$ cat config.mk
export PLATFORM = sky130hd
export DESIGN_NAME = cpu_top
export DESIGN_NICKNAME = d
export VERILOG_FILES = /design/src/common/rv_pkg.sv /design/src/decode/id_stage.sv /design/src/ex/ex_control.sv /design/src/ex/ex_stage.sv /design/src/fetch/fetch_stage.sv /design/src/alu.sv /design/src/cpu_top.sv /design/src/retire_stage.sv
export SDC_FILE = /design/constraint.sdc
export NUM_CORES = 2
export LEC_CHECK = 0
export BUFFER_PORTS_ARGS = -buffer_cell sky130_fd_sc_hd__buf_2
export CAP_MARGIN = 20
export CELL_PAD_IN_SITES_DETAIL_PLACEMENT = 1
export CELL_PAD_IN_SITES_GLOBAL_PLACEMENT = 1
export CORE_ASPECT_RATIO = 2
export CORE_MARGIN = 2
export CORE_UTILIZATION = 55
export CTS_BUF_LIST = sky130_fd_sc_hd__clkbuf_8
export DETAILED_ROUTE_END_ITERATION = 7
export PLACE_DENSITY = 0.86
export SLEW_MARGIN = 20
export SYNTH_ARGS = -nofsm -noshare
export SYNTH_HDL_FRONTEND = slang
export SYNTH_HIERARCHICAL = 1
export SYNTH_SLANG_ARGS = --single-unit
$ cat constraint.sdc
create_clock -name clk -period 13.95 [get_ports clk]
set_clock_uncertainty 0.15 [all_clocks]
set_input_delay 1.395 -clock clk [delete_from_list [all_inputs] [get_ports clk]]
set_output_delay 1.395 -clock clk [all_outputs]
set_load 0.03 [all_outputs]
$ cat src/common/rv_pkg.sv
package rv_pkg;

    typedef logic [31:0] word_t;
    typedef logic [4:0]  reg_addr_t;
    typedef logic [31:0] inst_t;
    typedef logic [6:0]  opcode_t;
    typedef logic [2:0]  funct3_t;
    typedef logic [3:0]  alu_op_t;
    typedef logic [1:0]  fwd_sel_t;
    typedef logic        a_sel_t;
    typedef logic [1:0]  b_sel_t;

    localparam opcode_t OP_REG    = 7'b0110011;
    localparam opcode_t OP_IMM    = 7'b0010011;
    localparam opcode_t OP_LUI    = 7'b0110111;
    localparam opcode_t OP_AUIPC  = 7'b0010111;
    localparam opcode_t OP_JAL    = 7'b1101111;
    localparam opcode_t OP_BRANCH = 7'b1100011;

    localparam funct3_t F3_BEQ  = 3'b000;
    localparam funct3_t F3_BNE  = 3'b001;
    localparam funct3_t F3_BLT  = 3'b100;
    localparam funct3_t F3_BGE  = 3'b101;
    localparam funct3_t F3_BLTU = 3'b110;
    localparam funct3_t F3_BGEU = 3'b111;

    localparam alu_op_t ALU_ADD    = 4'd0;
    localparam alu_op_t ALU_SUB    = 4'd1;
    localparam alu_op_t ALU_AND    = 4'd2;
    localparam alu_op_t ALU_OR     = 4'd3;
    localparam alu_op_t ALU_XOR    = 4'd4;
    localparam alu_op_t ALU_SLT    = 4'd5;
    localparam alu_op_t ALU_SLTU   = 4'd6;
    localparam alu_op_t ALU_SLL    = 4'd7;
    localparam alu_op_t ALU_SRL    = 4'd8;
    localparam alu_op_t ALU_SRA    = 4'd9;
    localparam alu_op_t ALU_PASS_B = 4'd10; // lui

    localparam fwd_sel_t FWD_NONE = 2'd0;
    localparam fwd_sel_t FWD_MEM  = 2'd1;
    localparam fwd_sel_t FWD_WB   = 2'd2;

    localparam a_sel_t A_REG = 1'b0;
    localparam a_sel_t A_PC  = 1'b1;

    localparam b_sel_t B_REG  = 2'd0;
    localparam b_sel_t B_IMM  = 2'd1;
    localparam b_sel_t B_FOUR = 2'd2; // Link value for jal

    localparam inst_t INST_NOP = 32'h0000_0013; // addi x0, x0, 0

    function automatic word_t imm_i(inst_t inst);
        return {{20{inst[31]}}, inst[31:20]};
    endfunction

    function automatic word_t imm_u(inst_t inst);
        return {inst[31:12], 12'b0};
    endfunction

    function automatic word_t imm_b(inst_t inst);
        return {{20{inst[31]}}, inst[7], inst[30:25], inst[11:8], 1'b0};
    endfunction

    function automatic word_t imm_j(inst_t inst);
        return {{12{inst[31]}}, inst[19:12], inst[20], inst[30:21], 1'b0};
    endfunction

    // True for every supported opcode that writes rd
    function automatic logic writes_rd(inst_t inst);
        opcode_t op;
        op = inst[6:0];
        return op == OP_REG || op == OP_IMM || op == OP_LUI || op == OP_AUIPC || op == OP_JAL;
    endfunction

endpackage

$ cat src/decode/id_stage.sv
module id_stage (
    input  logic              clk,
    input  logic              arst_n,
    input  logic              ex_flush,
    input  rv_pkg::word_t     if_pc,
    input  rv_pkg::inst_t     if_inst,
    input  logic              if_valid,
    input  logic              if_br_taken,
    input  logic              wb_valid,
    input  rv_pkg::reg_addr_t wb_rd,
    input  rv_pkg::word_t     wb_data,
    output rv_pkg::word_t     id_pc,
    output rv_pkg::word_t     id_rd1,
    output rv_pkg::word_t     id_rd2,
    output rv_pkg::word_t     id_imm,
    output rv_pkg::inst_t     id_inst,
    output logic              id_valid,
    output logic              id_br_taken
);

    rv_pkg::word_t regs [1:31]; // x0 is not stored
    rv_pkg::word_t rd1;
    rv_pkg::word_t rd2;
    rv_pkg::word_t imm;

    // Read with bypass of the write happening this cycle
    function automatic rv_pkg::word_t rf_read(rv_pkg::reg_addr_t ra);
        if (ra == '0)
            return '0;
        if (wb_valid && wb_rd == ra)
            return wb_data;
        return regs[ra];
    endfunction

    always_ff @(posedge clk) begin
        if (wb_valid && wb_rd != '0) begin
            regs[wb_rd] <= wb_data;
        end
    end

    assign rd1 = rf_read(if_inst[19:15]);
    assign rd2 = rf_read(if_inst[24:20]);

    always_comb begin
        case (rv_pkg::opcode_t'(if_inst[6:0]))
            rv_pkg::OP_IMM:    imm = rv_pkg::imm_i(if_inst);
            rv_pkg::OP_LUI,
            rv_pkg::OP_AUIPC:  imm = rv_pkg::imm_u(if_inst);
            rv_pkg::OP_BRANCH: imm = rv_pkg::imm_b(if_inst);
            rv_pkg::OP_JAL:    imm = rv_pkg::imm_j(if_inst);
            default:           imm = '0; // R-type has no immediate
        endcase
    end

    always_ff @(posedge clk or negedge arst_n) begin
        if (!arst_n) begin
            id_inst     <= rv_pkg::INST_NOP;
            id_valid    <= 1'b0;
            id_br_taken <= 1'b0;
        end else if (ex_flush) begin
            // Wrong-path instruction becomes a bubble
            id_inst     <= rv_pkg::INST_NOP;
            id_valid    <= 1'b0;
            id_br_taken <= 1'b0;
        end else begin
            id_inst     <= if_inst;
            id_valid    <= if_valid;
            id_br_taken <= if_br_taken;
        end
    end

    always_ff @(posedge clk) begin
        id_pc  <= if_pc;
        id_rd1 <= rd1;
        id_rd2 <= rd2;
        id_imm <= imm;
    end

endmodule

$ cat src/ex/ex_control.sv
module ex_control (
    input  rv_pkg::inst_t    id_inst,
    input  logic             id_valid,
    input  logic             id_br_taken,
    input  rv_pkg::inst_t    mem_inst,
    input  logic             mem_valid,
    input  rv_pkg::inst_t    wb_inst,
    input  logic             wb_valid,
    input  logic             breq,
    input  logic             brlt,
    output logic             brun,
    output rv_pkg::fwd_sel_t fwda,
    output rv_pkg::fwd_sel_t fwdb,
    output rv_pkg::a_sel_t   asel,
    output rv_pkg::b_sel_t   bsel,
    output rv_pkg::alu_op_t  alusel,
    output logic             br_taken_actual,
    output logic             br_suc,
    output logic             br_mispred,
    output logic             flush
);

    rv_pkg::opcode_t opcode;
    rv_pkg::funct3_t funct3;
    logic            is_branch;
    logic            is_jal;
    logic            cond;

    assign opcode    = id_inst[6:0];
    assign funct3    = id_inst[14:12];
    assign is_branch = id_valid && opcode == rv_pkg::OP_BRANCH;
    assign is_jal    = id_valid && opcode == rv_pkg::OP_JAL;

    // Younger producer wins; x0 never forwards
    function automatic rv_pkg::fwd_sel_t fwd_pick(rv_pkg::reg_addr_t rs);
        if (rs == '0)
            return rv_pkg::FWD_NONE;
        if (mem_valid && rv_pkg::writes_rd(mem_inst) && mem_inst[11:7] == rs)
            return rv_pkg::FWD_MEM;
        if (wb_valid && wb_inst[11:7] == rs)
            return rv_pkg::FWD_WB;
        return rv_pkg::FWD_NONE;
    endfunction

    assign fwda = fwd_pick(id_inst[19:15]);
    assign fwdb = fwd_pick(id_inst[24:20]);

    // funct7 bit 30 picks sub only for R-type, sra for both
    function automatic rv_pkg::alu_op_t arith_op(logic is_reg);
        case (funct3)
            3'b000:  return (is_reg && id_inst[30]) ? rv_pkg::ALU_SUB : rv_pkg::ALU_ADD;
            3'b001:  return rv_pkg::ALU_SLL;
            3'b010:  return rv_pkg::ALU_SLT;
            3'b011:  return rv_pkg::ALU_SLTU;
            3'b100:  return rv_pkg::ALU_XOR;
            3'b101:  return id_inst[30] ? rv_pkg::ALU_SRA : rv_pkg::ALU_SRL;
            3'b110:  return rv_pkg::ALU_OR;
            default: return rv_pkg::ALU_AND;
        endcase
    endfunction

    always_comb begin
        asel   = rv_pkg::A_REG;
        bsel   = rv_pkg::B_REG;
        alusel = rv_pkg::ALU_ADD;
        case (opcode)
            rv_pkg::OP_REG: alusel = arith_op(1'b1);
            rv_pkg::OP_IMM: begin
                bsel   = rv_pkg::B_IMM;
                alusel = arith_op(1'b0);
            end
            rv_pkg::OP_LUI: begin
                bsel   = rv_pkg::B_IMM;
                alusel = rv_pkg::ALU_PASS_B;
            end
            rv_pkg::OP_AUIPC: begin
                asel = rv_pkg::A_PC;
                bsel = rv_pkg::B_IMM;
            end
            rv_pkg::OP_JAL: begin
                asel = rv_pkg::A_PC; // Link value pc+4
                bsel = rv_pkg::B_FOUR;
            end
            default: ;
        endcase
    end

    assign brun = (funct3 == rv_pkg::F3_BLTU) || (funct3 == rv_pkg::F3_BGEU);

    always_comb begin
        case (funct3)
            rv_pkg::F3_BEQ:  cond = breq;
            rv_pkg::F3_BNE:  cond = !breq;
            rv_pkg::F3_BLT,
            rv_pkg::F3_BLTU: cond = brlt;
            rv_pkg::F3_BGE,
            rv_pkg::F3_BGEU: cond = !brlt;
            default:         cond = 1'b0;
        endcase
    end

    assign br_taken_actual = is_branch ? cond : is_jal;
    assign br_suc          = is_branch && (cond == id_br_taken);
    assign br_mispred      = is_branch && (cond != id_br_taken);
    assign flush = (is_branch || is_jal) && (br_taken_actual != id_br_taken);

endmodule

$ cat src/ex/ex_stage.sv
module ex_stage (
    input  logic          clk,
    input  logic          arst_n,
    input  rv_pkg::word_t id_pc,
    input  rv_pkg::word_t id_rd1,
    input  rv_pkg::word_t id_rd2,
    input  rv_pkg::word_t id_imm,
    input  rv_pkg::inst_t id_inst,
    input  logic          id_valid,
    input  logic          id_br_taken, // Prediction made in fetch
    input  rv_pkg::word_t mem_alu,     // Result one stage ahead
    input  rv_pkg::inst_t mem_inst,
    input  logic          mem_valid,
    input  rv_pkg::word_t wb_wdata,    // Result two stages ahead
    input  rv_pkg::inst_t wb_inst,
    input  logic          wb_valid,
    output logic          ex_flush,
    output rv_pkg::word_t ex_redirect_pc,
    output logic          ex_br_suc,
    output logic          ex_br_mispred,
    output rv_pkg::word_t ex_pc,
    output rv_pkg::word_t ex_alu,
    output rv_pkg::inst_t ex_inst,
    output logic          ex_valid
);

    rv_pkg::fwd_sel_t fwda;
    rv_pkg::fwd_sel_t fwdb;
    rv_pkg::a_sel_t   asel;
    rv_pkg::b_sel_t   bsel;
    rv_pkg::alu_op_t  alusel;
    rv_pkg::word_t    fwd_a;
    rv_pkg::word_t    fwd_b;
    rv_pkg::word_t    a;
    rv_pkg::word_t    b;
    rv_pkg::word_t    alu_res;
    rv_pkg::word_t    br_target;
    logic             brun;
    logic             breq;
    logic             brlt;
    logic             br_taken_actual;
    logic             br_suc;
    logic             br_mispred;

    function automatic rv_pkg::word_t fwd_mux(rv_pkg::fwd_sel_t sel, rv_pkg::word_t rf_val);
        case (sel)
            rv_pkg::FWD_MEM: return mem_alu;
            rv_pkg::FWD_WB:  return wb_wdata;
            default:         return rf_val;
        endcase
    endfunction

    assign fwd_a = fwd_mux(fwda, id_rd1);
    assign fwd_b = fwd_mux(fwdb, id_rd2);

    assign a = (asel == rv_pkg::A_PC) ? id_pc : fwd_a;

    always_comb begin
        case (bsel)
            rv_pkg::B_IMM:  b = id_imm;
            rv_pkg::B_FOUR: b = 32'd4;
            default:        b = fwd_b;
        endcase
    end

    // Branch compare on forwarded operands
    assign breq = (fwd_a == fwd_b);
    assign brlt = brun ? (fwd_a < fwd_b) : ($signed(fwd_a) < $signed(fwd_b));

    assign br_target      = id_pc + id_imm;
    assign ex_redirect_pc = br_taken_actual ? br_target : id_pc + 32'd4;

    alu alu (
        .a   (a),
        .b   (b),
        .sel (alusel),
        .res (alu_res)
    );

    ex_control control (
        .id_inst         (id_inst),
        .id_valid        (id_valid),
        .id_br_taken     (id_br_taken),
        .mem_inst        (mem_inst),
        .mem_valid       (mem_valid),
        .wb_inst         (wb_inst),
        .wb_valid        (wb_valid),
        .breq            (breq),
        .brlt            (brlt),
        .brun            (brun),
        .fwda            (fwda),
        .fwdb            (fwdb),
        .asel            (asel),
        .bsel            (bsel),
        .alusel          (alusel),
        .br_taken_actual (br_taken_actual),
        .br_suc          (br_suc),
        .br_mispred      (br_mispred),
        .flush           (ex_flush)
    );

    always_ff @(posedge clk or negedge arst_n) begin
        if (!arst_n) begin
            ex_inst       <= rv_pkg::INST_NOP;
            ex_valid      <= 1'b0;
            ex_br_suc     <= 1'b0;
            ex_br_mispred <= 1'b0;
        end else begin
            ex_inst       <= id_inst;
            ex_valid      <= id_valid;
            ex_br_suc     <= br_suc;     // One-cycle pulses
            ex_br_mispred <= br_mispred;
        end
    end

    always_ff @(posedge clk) begin
        ex_pc  <= id_pc;
        ex_alu <= alu_res;
    end

endmodule

$ cat src/fetch/fetch_stage.sv
module fetch_stage #(
    parameter rv_pkg::word_t RESET_PC = 32'h0
) (
    input  logic          clk,
    input  logic          arst_n,
    input  logic          ex_flush,
    input  rv_pkg::word_t ex_redirect_pc,
    input  rv_pkg::inst_t imem_rdata,
    output rv_pkg::word_t imem_addr,
    output rv_pkg::word_t if_pc,
    output rv_pkg::inst_t if_inst,
    output logic          if_valid,
    output logic          if_br_taken
);

    rv_pkg::word_t   pc;
    rv_pkg::word_t   next_pc;
    rv_pkg::word_t   pred_target;
    rv_pkg::opcode_t opcode;
    logic            pred_taken;

    assign imem_addr = pc;
    assign opcode    = imem_rdata[6:0];

    // Predict jal always and conditional branches only when backward
    assign pred_taken = (opcode == rv_pkg::OP_JAL) ||
                        (opcode == rv_pkg::OP_BRANCH && imem_rdata[31]);
    assign pred_target = pc + ((opcode == rv_pkg::OP_JAL) ? rv_pkg::imm_j(imem_rdata)
                                                          : rv_pkg::imm_b(imem_rdata));
    assign next_pc = pred_taken ? pred_target : pc + 32'd4;

    always_ff @(posedge clk or negedge arst_n) begin
        if (!arst_n) begin
            pc          <= RESET_PC;
            if_inst     <= rv_pkg::INST_NOP;
            if_valid    <= 1'b0;
            if_br_taken <= 1'b0;
        end else if (ex_flush) begin
            pc          <= ex_redirect_pc; // Resume on the corrected path
            if_inst     <= rv_pkg::INST_NOP;
            if_valid    <= 1'b0;
            if_br_taken <= 1'b0;
        end else begin
            pc          <= next_pc;
            if_inst     <= imem_rdata;
            if_valid    <= 1'b1;
            if_br_taken <= pred_taken;
        end
    end

    always_ff @(posedge clk) begin
        if_pc <= pc;
    end

endmodule

$ cat src/alu.sv
module alu (
    input  rv_pkg::word_t   a,
    input  rv_pkg::word_t   b,
    input  rv_pkg::alu_op_t sel,
    output rv_pkg::word_t   res
);

    always_comb begin
        case (sel)
            rv_pkg::ALU_ADD:    res = a + b;
            rv_pkg::ALU_SUB:    res = a - b;
            rv_pkg::ALU_AND:    res = a & b;
            rv_pkg::ALU_OR:     res = a | b;
            rv_pkg::ALU_XOR:    res = a ^ b;
            rv_pkg::ALU_SLT:    res = {31'b0, $signed(a) < $signed(b)};
            rv_pkg::ALU_SLTU:   res = {31'b0, a < b};
            rv_pkg::ALU_SLL:    res = a << b[4:0]; // Shift amount is 5 bits
            rv_pkg::ALU_SRL:    res = a >> b[4:0];
            rv_pkg::ALU_SRA:    res = $signed(a) >>> b[4:0];
            rv_pkg::ALU_PASS_B: res = b;
            default:            res = '0;
        endcase
    end

endmodule

$ cat src/cpu_top.sv
module cpu_top #(
    parameter rv_pkg::word_t RESET_PC = 32'h0
) (
    input  logic              clk,
    input  logic              arst_n,
    output rv_pkg::word_t     imem_addr,
    input  rv_pkg::inst_t     imem_rdata, // Same-cycle instruction memory
    output logic              wb_valid,
    output rv_pkg::word_t     wb_pc,
    output rv_pkg::reg_addr_t wb_rd,
    output rv_pkg::word_t     wb_data,
    output logic              ex_br_suc,
    output logic              ex_br_mispred
);

    rv_pkg::word_t if_pc;
    rv_pkg::inst_t if_inst;
    logic          if_valid;
    logic          if_br_taken;

    rv_pkg::word_t id_pc;
    rv_pkg::word_t id_rd1;
    rv_pkg::word_t id_rd2;
    rv_pkg::word_t id_imm;
    rv_pkg::inst_t id_inst;
    logic          id_valid;
    logic          id_br_taken;

    rv_pkg::word_t ex_pc;
    rv_pkg::word_t ex_alu;
    rv_pkg::inst_t ex_inst;
    logic          ex_valid;
    logic          ex_flush;
    rv_pkg::word_t ex_redirect_pc;

    rv_pkg::inst_t wb_inst;

    fetch_stage #(
        .RESET_PC (RESET_PC)
    ) fetch (.*);

    id_stage decode (.*);

    // EX/MEM and MEM/WB outputs feed the forwarding paths
    ex_stage execute (
        .mem_alu   (ex_alu),
        .mem_inst  (ex_inst),
        .mem_valid (ex_valid),
        .wb_wdata  (wb_data),
        .*
    );

    retire_stage retire (.*);

endmodule

$ cat src/retire_stage.sv
module retire_stage (
    input  logic              clk,
    input  logic              arst_n,
    input  rv_pkg::word_t     ex_pc,
    input  rv_pkg::word_t     ex_alu,
    input  rv_pkg::inst_t     ex_inst,
    input  logic              ex_valid,
    output logic              wb_valid,
    output rv_pkg::word_t     wb_pc,
    output rv_pkg::reg_addr_t wb_rd,
    output rv_pkg::word_t     wb_data,
    output rv_pkg::inst_t     wb_inst
);

    logic we;

    // Branches and x0 targets retire silently
    assign we = ex_valid && rv_pkg::writes_rd(ex_inst) && ex_inst[11:7] != '0;

    always_ff @(posedge clk or negedge arst_n) begin
        if (!arst_n) begin
            wb_valid <= 1'b0;
            wb_inst  <= rv_pkg::INST_NOP;
        end else begin
            wb_valid <= we;
            wb_inst  <= ex_inst;
        end
    end

    always_ff @(posedge clk) begin
        wb_pc   <= ex_pc;
        wb_rd   <= ex_inst[11:7];
        wb_data <= ex_alu;
    end

endmodule

# Word-level counts from Yosys, hierarchy flattened
# Memories as Yosys holds them, arrays and structs flattened.
# Index checks and enable logic that the tools add are counted.
# word_totals
reg_bits	420
ramBits	992
memories	1
input_bits	34
# op_classes
bitwise	3
n_reduce_logical	37
addsub	6
n_shift	3
n_lt_le_gt_ge	4
eq_ne	51
n_mux	66
# mem_list
memory	words	word_bits	read_ports	rd_clocked_by_memory_dff	write_ports	line_no	source
decode.regs	31	32	2	0	1	id_stage.sv:21	rv_pkg::word_t regs [1:31];
# op_table
cell	n
32-bit 2-to-1 mux	13
32-bit case mux with 11 select lines	1
32-bit case mux with 2 select lines	3
32-bit less-than comparator	4
32-bit case mux with 4 select lines	1
32-bit adder	3
32-bit by 3-bit adder with 32-bit output (second input constant)	2
4-bit case mux with 7 select lines	2
7-bit equality test (second input constant)	7
7-bit by 5-bit equality test with 1-bit output (second input constant)	6
7-bit by 6-bit equality test with 1-bit output (second input constant)	5
32-bit bitwise AND	1
32-bit equality test	1
32-bit bitwise OR	1
32-bit by 5-bit << shifter with 32-bit output	1
32-bit by 5-bit right shift with 32-bit output	1
32-bit by 5-bit >>> shifter with 32-bit output	1
32-bit subtractor	1
32-bit bitwise XOR	1
31-bit 2-to-1 mux	1
5-bit equality test	6
1-bit 2-to-1 mux	29
2-bit 2-to-1 mux	12
5-bit logical NOT	4
23 further kinds	63

# Depth between registers and ports, before layout
# logic_depth
depth_word	24
mapped_depth	30
mapped_depth_nobuf	27

# Modules after synthesis
# The synthesis kept the hierarchy.
# modules_own_cells
module	cells_each	instances	area_each_um2	seq_area_each_um2
id_stage	2669	1	50251.9	33205.6
alu	1238	1	8934.8	0.0
ex_stage	923	1	7508.5	2160.8
fetch_stage	578	1	5530.3	2296.0
retire_stage	108	1	2253.4	2210.9
ex_control	78	1	548.0	0.0

# Worst setup path before layout
# Ideal clock, no wire load.
# synth_path
path_kind	register to register
start	register decode.id_inst[21]
end	register fetch.pc[17] (netlist: fetch/imem_addr[17])
t_arrival_ps	5954
period_less_slack_ps	6208
setup_ps	104
path_slack_ps	7742
stages_incl_launch_ff	27
path_cell_list	dfrtp_1 > or4_1 > nor2_1 > nor4_1 > o21a_1 > ha_1 > clkbuf_1 > buf_1 > nor2_1 > a21oi_1 > ha_1 > a21o_1 > a21o_1 > a21o_1 > a221o_1 > a211o_1 > a31oi_1 > mux2_2 > xor2_1 > a22oi_2 > a2bb2oi_1 > o21ai_0 > clkinv_1 > nand2_1 > inv_1 > clkbuf_1 > a221oi_1
# synth_between
elab_chain_len	18
# synth_rtl
element	line_no	source
start, declared	id_stage.sv:16	output rv_pkg::inst_t id_inst,
start signal, assigned	id_stage.sv:57	id_inst <= rv_pkg::INST_NOP;
start signal, assigned	id_stage.sv:62	id_inst <= rv_pkg::INST_NOP;
start signal, assigned	id_stage.sv:66	id_inst <= if_inst;
5-bit equality test	ex_control.sv:40	if (wb_valid && wb_inst[11:7] == rs)
1-bit logical AND	ex_control.sv:40	
1-bit 2-to-1 mux (2 in series)	ex_control.sv:40	
1-bit 2-to-1 mux	ex_control.sv:38	if (mem_valid && rv_pkg::writes_rd(mem_inst) && mem_inst[11:7] == rs)
2-bit 2-to-1 mux	ex_control.sv:42	return rv_pkg::FWD_NONE;
2-bit 2-to-1 mux	ex_control.sv:40	
2-bit 2-to-1 mux *	ex_control.sv:38	
via execute.fwdb[1]	ex_stage.sv:28	rv_pkg::fwd_sel_t fwdb;
[... 4 more ...]	n/a	
via execute.brlt	ex_stage.sv:40	logic brlt;
1-bit logical NOT	ex_control.sv:97	rv_pkg::F3_BGEU: cond = !brlt;
1-bit case mux with 4 select lines *	ex_control.sv:91	case (funct3)
1-bit 2-to-1 mux *	ex_control.sv:102	assign br_taken_actual = is_branch ? cond : is_jal;
1-bit != test *	ex_control.sv:105	assign flush = (is_branch || is_jal) && (br_taken_actual != id_br_taken);
1-bit logical AND *	ex_control.sv:105	
via ex_flush	cpu_top.sv:33	logic ex_flush;
32-bit 2-to-1 mux *	fetch_stage.sv:38	end else if (ex_flush) begin
end signal, assigned	fetch_stage.sv:39	pc <= ex_redirect_pc;
end signal, assigned	fetch_stage.sv:44	pc <= next_pc;
end, declared	fetch_stage.sv:16	rv_pkg::word_t pc;
# Mark *: on every way through the listed nets, which the timed path passes. The rest lies on a longest branch. The select of a mux whose other input is x is not followed.

# Worst setup path in the final report
# layout_path
start	register execute.ex_inst[4]
end	register fetch.pc[9] (netlist: fetch/imem_addr[9])
# layout_between
elab_chain_len	22
# layout_rtl
element	line_no	source
start, declared	ex_stage.sv:23	output rv_pkg::inst_t ex_inst,
start signal, assigned	ex_stage.sv:104	ex_inst <= rv_pkg::INST_NOP;
start signal, assigned	ex_stage.sv:109	ex_inst <= id_inst;
7-bit by 6-bit equality test with 1-bit output / 7-bit by 5-bit equality test with 1-bit output (equally long branches)	rv_pkg.sv:72	return op == OP_REG || op == OP_IMM || op == OP_LUI || op == OP_AUIPC || op == OP_JAL;
1-bit logical OR (3 in series)	rv_pkg.sv:72	
1-bit logical OR *	rv_pkg.sv:72	
1-bit logical AND * (2 in series)	ex_control.sv:38	
2-bit 2-to-1 mux	ex_control.sv:38	
2-bit 2-to-1 mux	ex_control.sv:40	
2-bit 2-to-1 mux	ex_control.sv:42	
2-bit 2-to-1 mux *	ex_control.sv:40	
[... 1 more ...]	n/a	
via execute.fwdb[0]	ex_stage.sv:28	
[... 4 more ...]	n/a	
via execute.brlt	ex_stage.sv:40	
1-bit logical NOT	ex_control.sv:97	
1-bit case mux with 4 select lines *	ex_control.sv:91	
1-bit 2-to-1 mux *	ex_control.sv:102	
1-bit != test *	ex_control.sv:105	
1-bit logical AND *	ex_control.sv:105	
via ex_flush	cpu_top.sv:33	
32-bit 2-to-1 mux *	fetch_stage.sv:38	
# Marked as above.

==> metrics.md <==
| Metric | Value |
|---|---|
| Run status | `finished, final reports clean` |
| Worst skew pair latency | `1.00 ns` |
| Kind of start point of the critical path | `flop` |
| Core Box Area | `between 100000 and 150000 sq um` |
| Final WL | `290000 um` |
| Cell count along the critical path | `27` |
| Max FFs per register | `992` |
| Critical Path Sink Type | `flop` |
| Final Wtd Congestion | `roughly 1` |
| CP most frequent cell | `buf_4` |
| I/O Pins | `138` |
| Register Area | `between 30000 and 40000 sq um` |
| Commonest non-fill, non-tap cell in the layout | `edfxtp_1` |
| Die area | `between 100000 and 150000 sq um` |
| Cell count after synthesis | `about 5500` |
| CTS Hold Bufs | `0` |
| Root Driver | `clkbuf_8` |
| Max-slew violation count | `0` |
| Post-cts gate resize count | `0` |
| Critical path type | `reg2reg` |
| GRT Util Overall | `0.423` |
| Grt ovf | `0` |
| Crit-path max FO | `64` |
| Origin of the critical flop-to-flop path | `execute/ex_inst[4]` |
| Initial core utilization | `0.552` |
| Worst setup margin | `5.84 ns` |
| R2R Setup Slk | `5.84 ns` |
| Die width | `263 um` |
| Reg2Reg Depth | `27` |
| Leak Pwr | `~0.028 uW` |
| Min-Delay Path Class | `reg2reg` |
| Largest register by flop count | `decode/regs` |
| Fmax | `~120 MHz` |
| Final HPWL DP | `184000 um` |
| Post-CTS setup buffers | `0` |
| Vias in the first global route | `59200` |
| Multi-input gate area | `33200 sq um` |
| Reg2reg end | `fetch/imem_addr[9]` |
| Final min period | `8.11 ns` |
| Crit path max-delay family | `buffers and inverters` |
| Residual DRC | `0` |
| Initial DRC count | `8659` |
| Final hold violations | `0` |
| Via density per instance | `7.53` |
| CTS tree | `yes` |
| Dpl ws | `5.82 ns` |
| Post-route setup TNS | `0 ns` |
| Area Overhead vs Synth | `9.15%` |
| Pwr/cell area | `159 nW/um^2` |
| Critical path launch point | `execute/ex_inst[4]` |
| Most frequent cells in the layout | `edfxtp_1, mux4_2, nor2_1, dfxtp_1, a21oi_1` |
| Final nets | `5859` |
| Clk buf depth | `3` |
| Worst VDD drop | `approximately 140 uV` |
| Die span in y | `522 um` |
| Slowest CP cell | `dfstp_2` |
| TritonRoute pass-1 iters | `6` |
| Vias | `56600` |
| Htree depth | `4` |
| Avg Inst Size Synth | `13.3 sq um` |
| CTS sink cnt | `1400` |
| Arr. time, crit path | `8.77 ns` |
| Unrepaired setup endpoints after global routing | `false` |
| WHS | `0.150 ns` |
| Slew @ Worst Pin | `1.20 ns` |
| Final ANT Viol Nets | `0` |
| Final Cycle Share | `0.582` |
| CTS clk-pin slew, worst paths | `0.07 ns` |
| Setup-failing EPs final | `0` |
| Tot Pwr | `12800 uW` |
| Syn_nets | `5775` |
| Max-cap violations | `0` |
| Num CTS Buffers | `190` |
| Post-Syn Area | `73700 sq um` |
| Worst hold path depth | `0` |
| CP Buf/Inv Count | `6` |
| CP Data Required Time | `~15 ns` |
| Initial antenna violation count | `22` |
| Global-route wire length before repair | `419000 um` |
| Share of cells above drive strength 1 | `0.221` |
| Std cell rows | `190` |
| WL/cell | `38.6 um` |
| Slew HR | `0.195` |
| Largest net degree at the start of global routing | `128` |
| Crit-path max cell delay | `0.56 ns` |
| PortBufs | `137` |
| Fillcell total | `12800` |
| Worst Setup EP | `fetch/imem_addr[9]` |
| Final core occ | `0.603` |
| Ys Warns | `6` |
per-layer routing:
| metal | share of wire | track usage |
|---|---|---|
| met1 | 0.33 | 0.497 |
| met2 | 0.46 | 0.656 |
| met3 | 0.12 | 0.121 |
| met4 | 0.096 | 0.334 |
| met5 | 0.00071 | 0 |
how the worst min path moves through the flow:
stage                            startpoint               end
after floorplan              fetch/if_pc[0]   decode/id_pc[0]
after global placement       fetch/if_pc[0]   decode/id_pc[0]
after detailed placement  execute/ex_pc[21]  retire/wb_pc[21]
after CTS                   fetch/if_pc[15]  decode/id_pc[15]
after global routing        fetch/if_pc[11]  decode/id_pc[11]
final                       fetch/if_pc[15]  decode/id_pc[15]
area by class of cell:
type                       instances  area share
inverter                         137     0.00640
sequential                      1400       0.480
clock inverter                   154      0.0163
clock buffer                     202      0.0346
multi-input combinational       3611       0.413
tap                             1728      0.0269
timing repair buffer             279      0.0223
antenna                            7    0.000218
where the power goes:
group / total [uW] / leakage (uW) / switching (uW) / internal [uW]
clock: 3470 / 0.00224 / 1760 / 1720
sequential: 5770 / 0.0127 / 568 / 5200
combinational: 3570 / 0.0135 / 2440 / 1130
total: 12800 / 0.0284 / 4760 / 8040
per-stage QoR:
step	std cells	cell area, sq um
after floorplan	5535	73700
after global placement	7155	76300
after detailed placement	7155	76300
after CTS	7511	80400
after global routing	7512	80400
final	7518	80400
No activity file was read; power rests on OpenSTA's default activity.
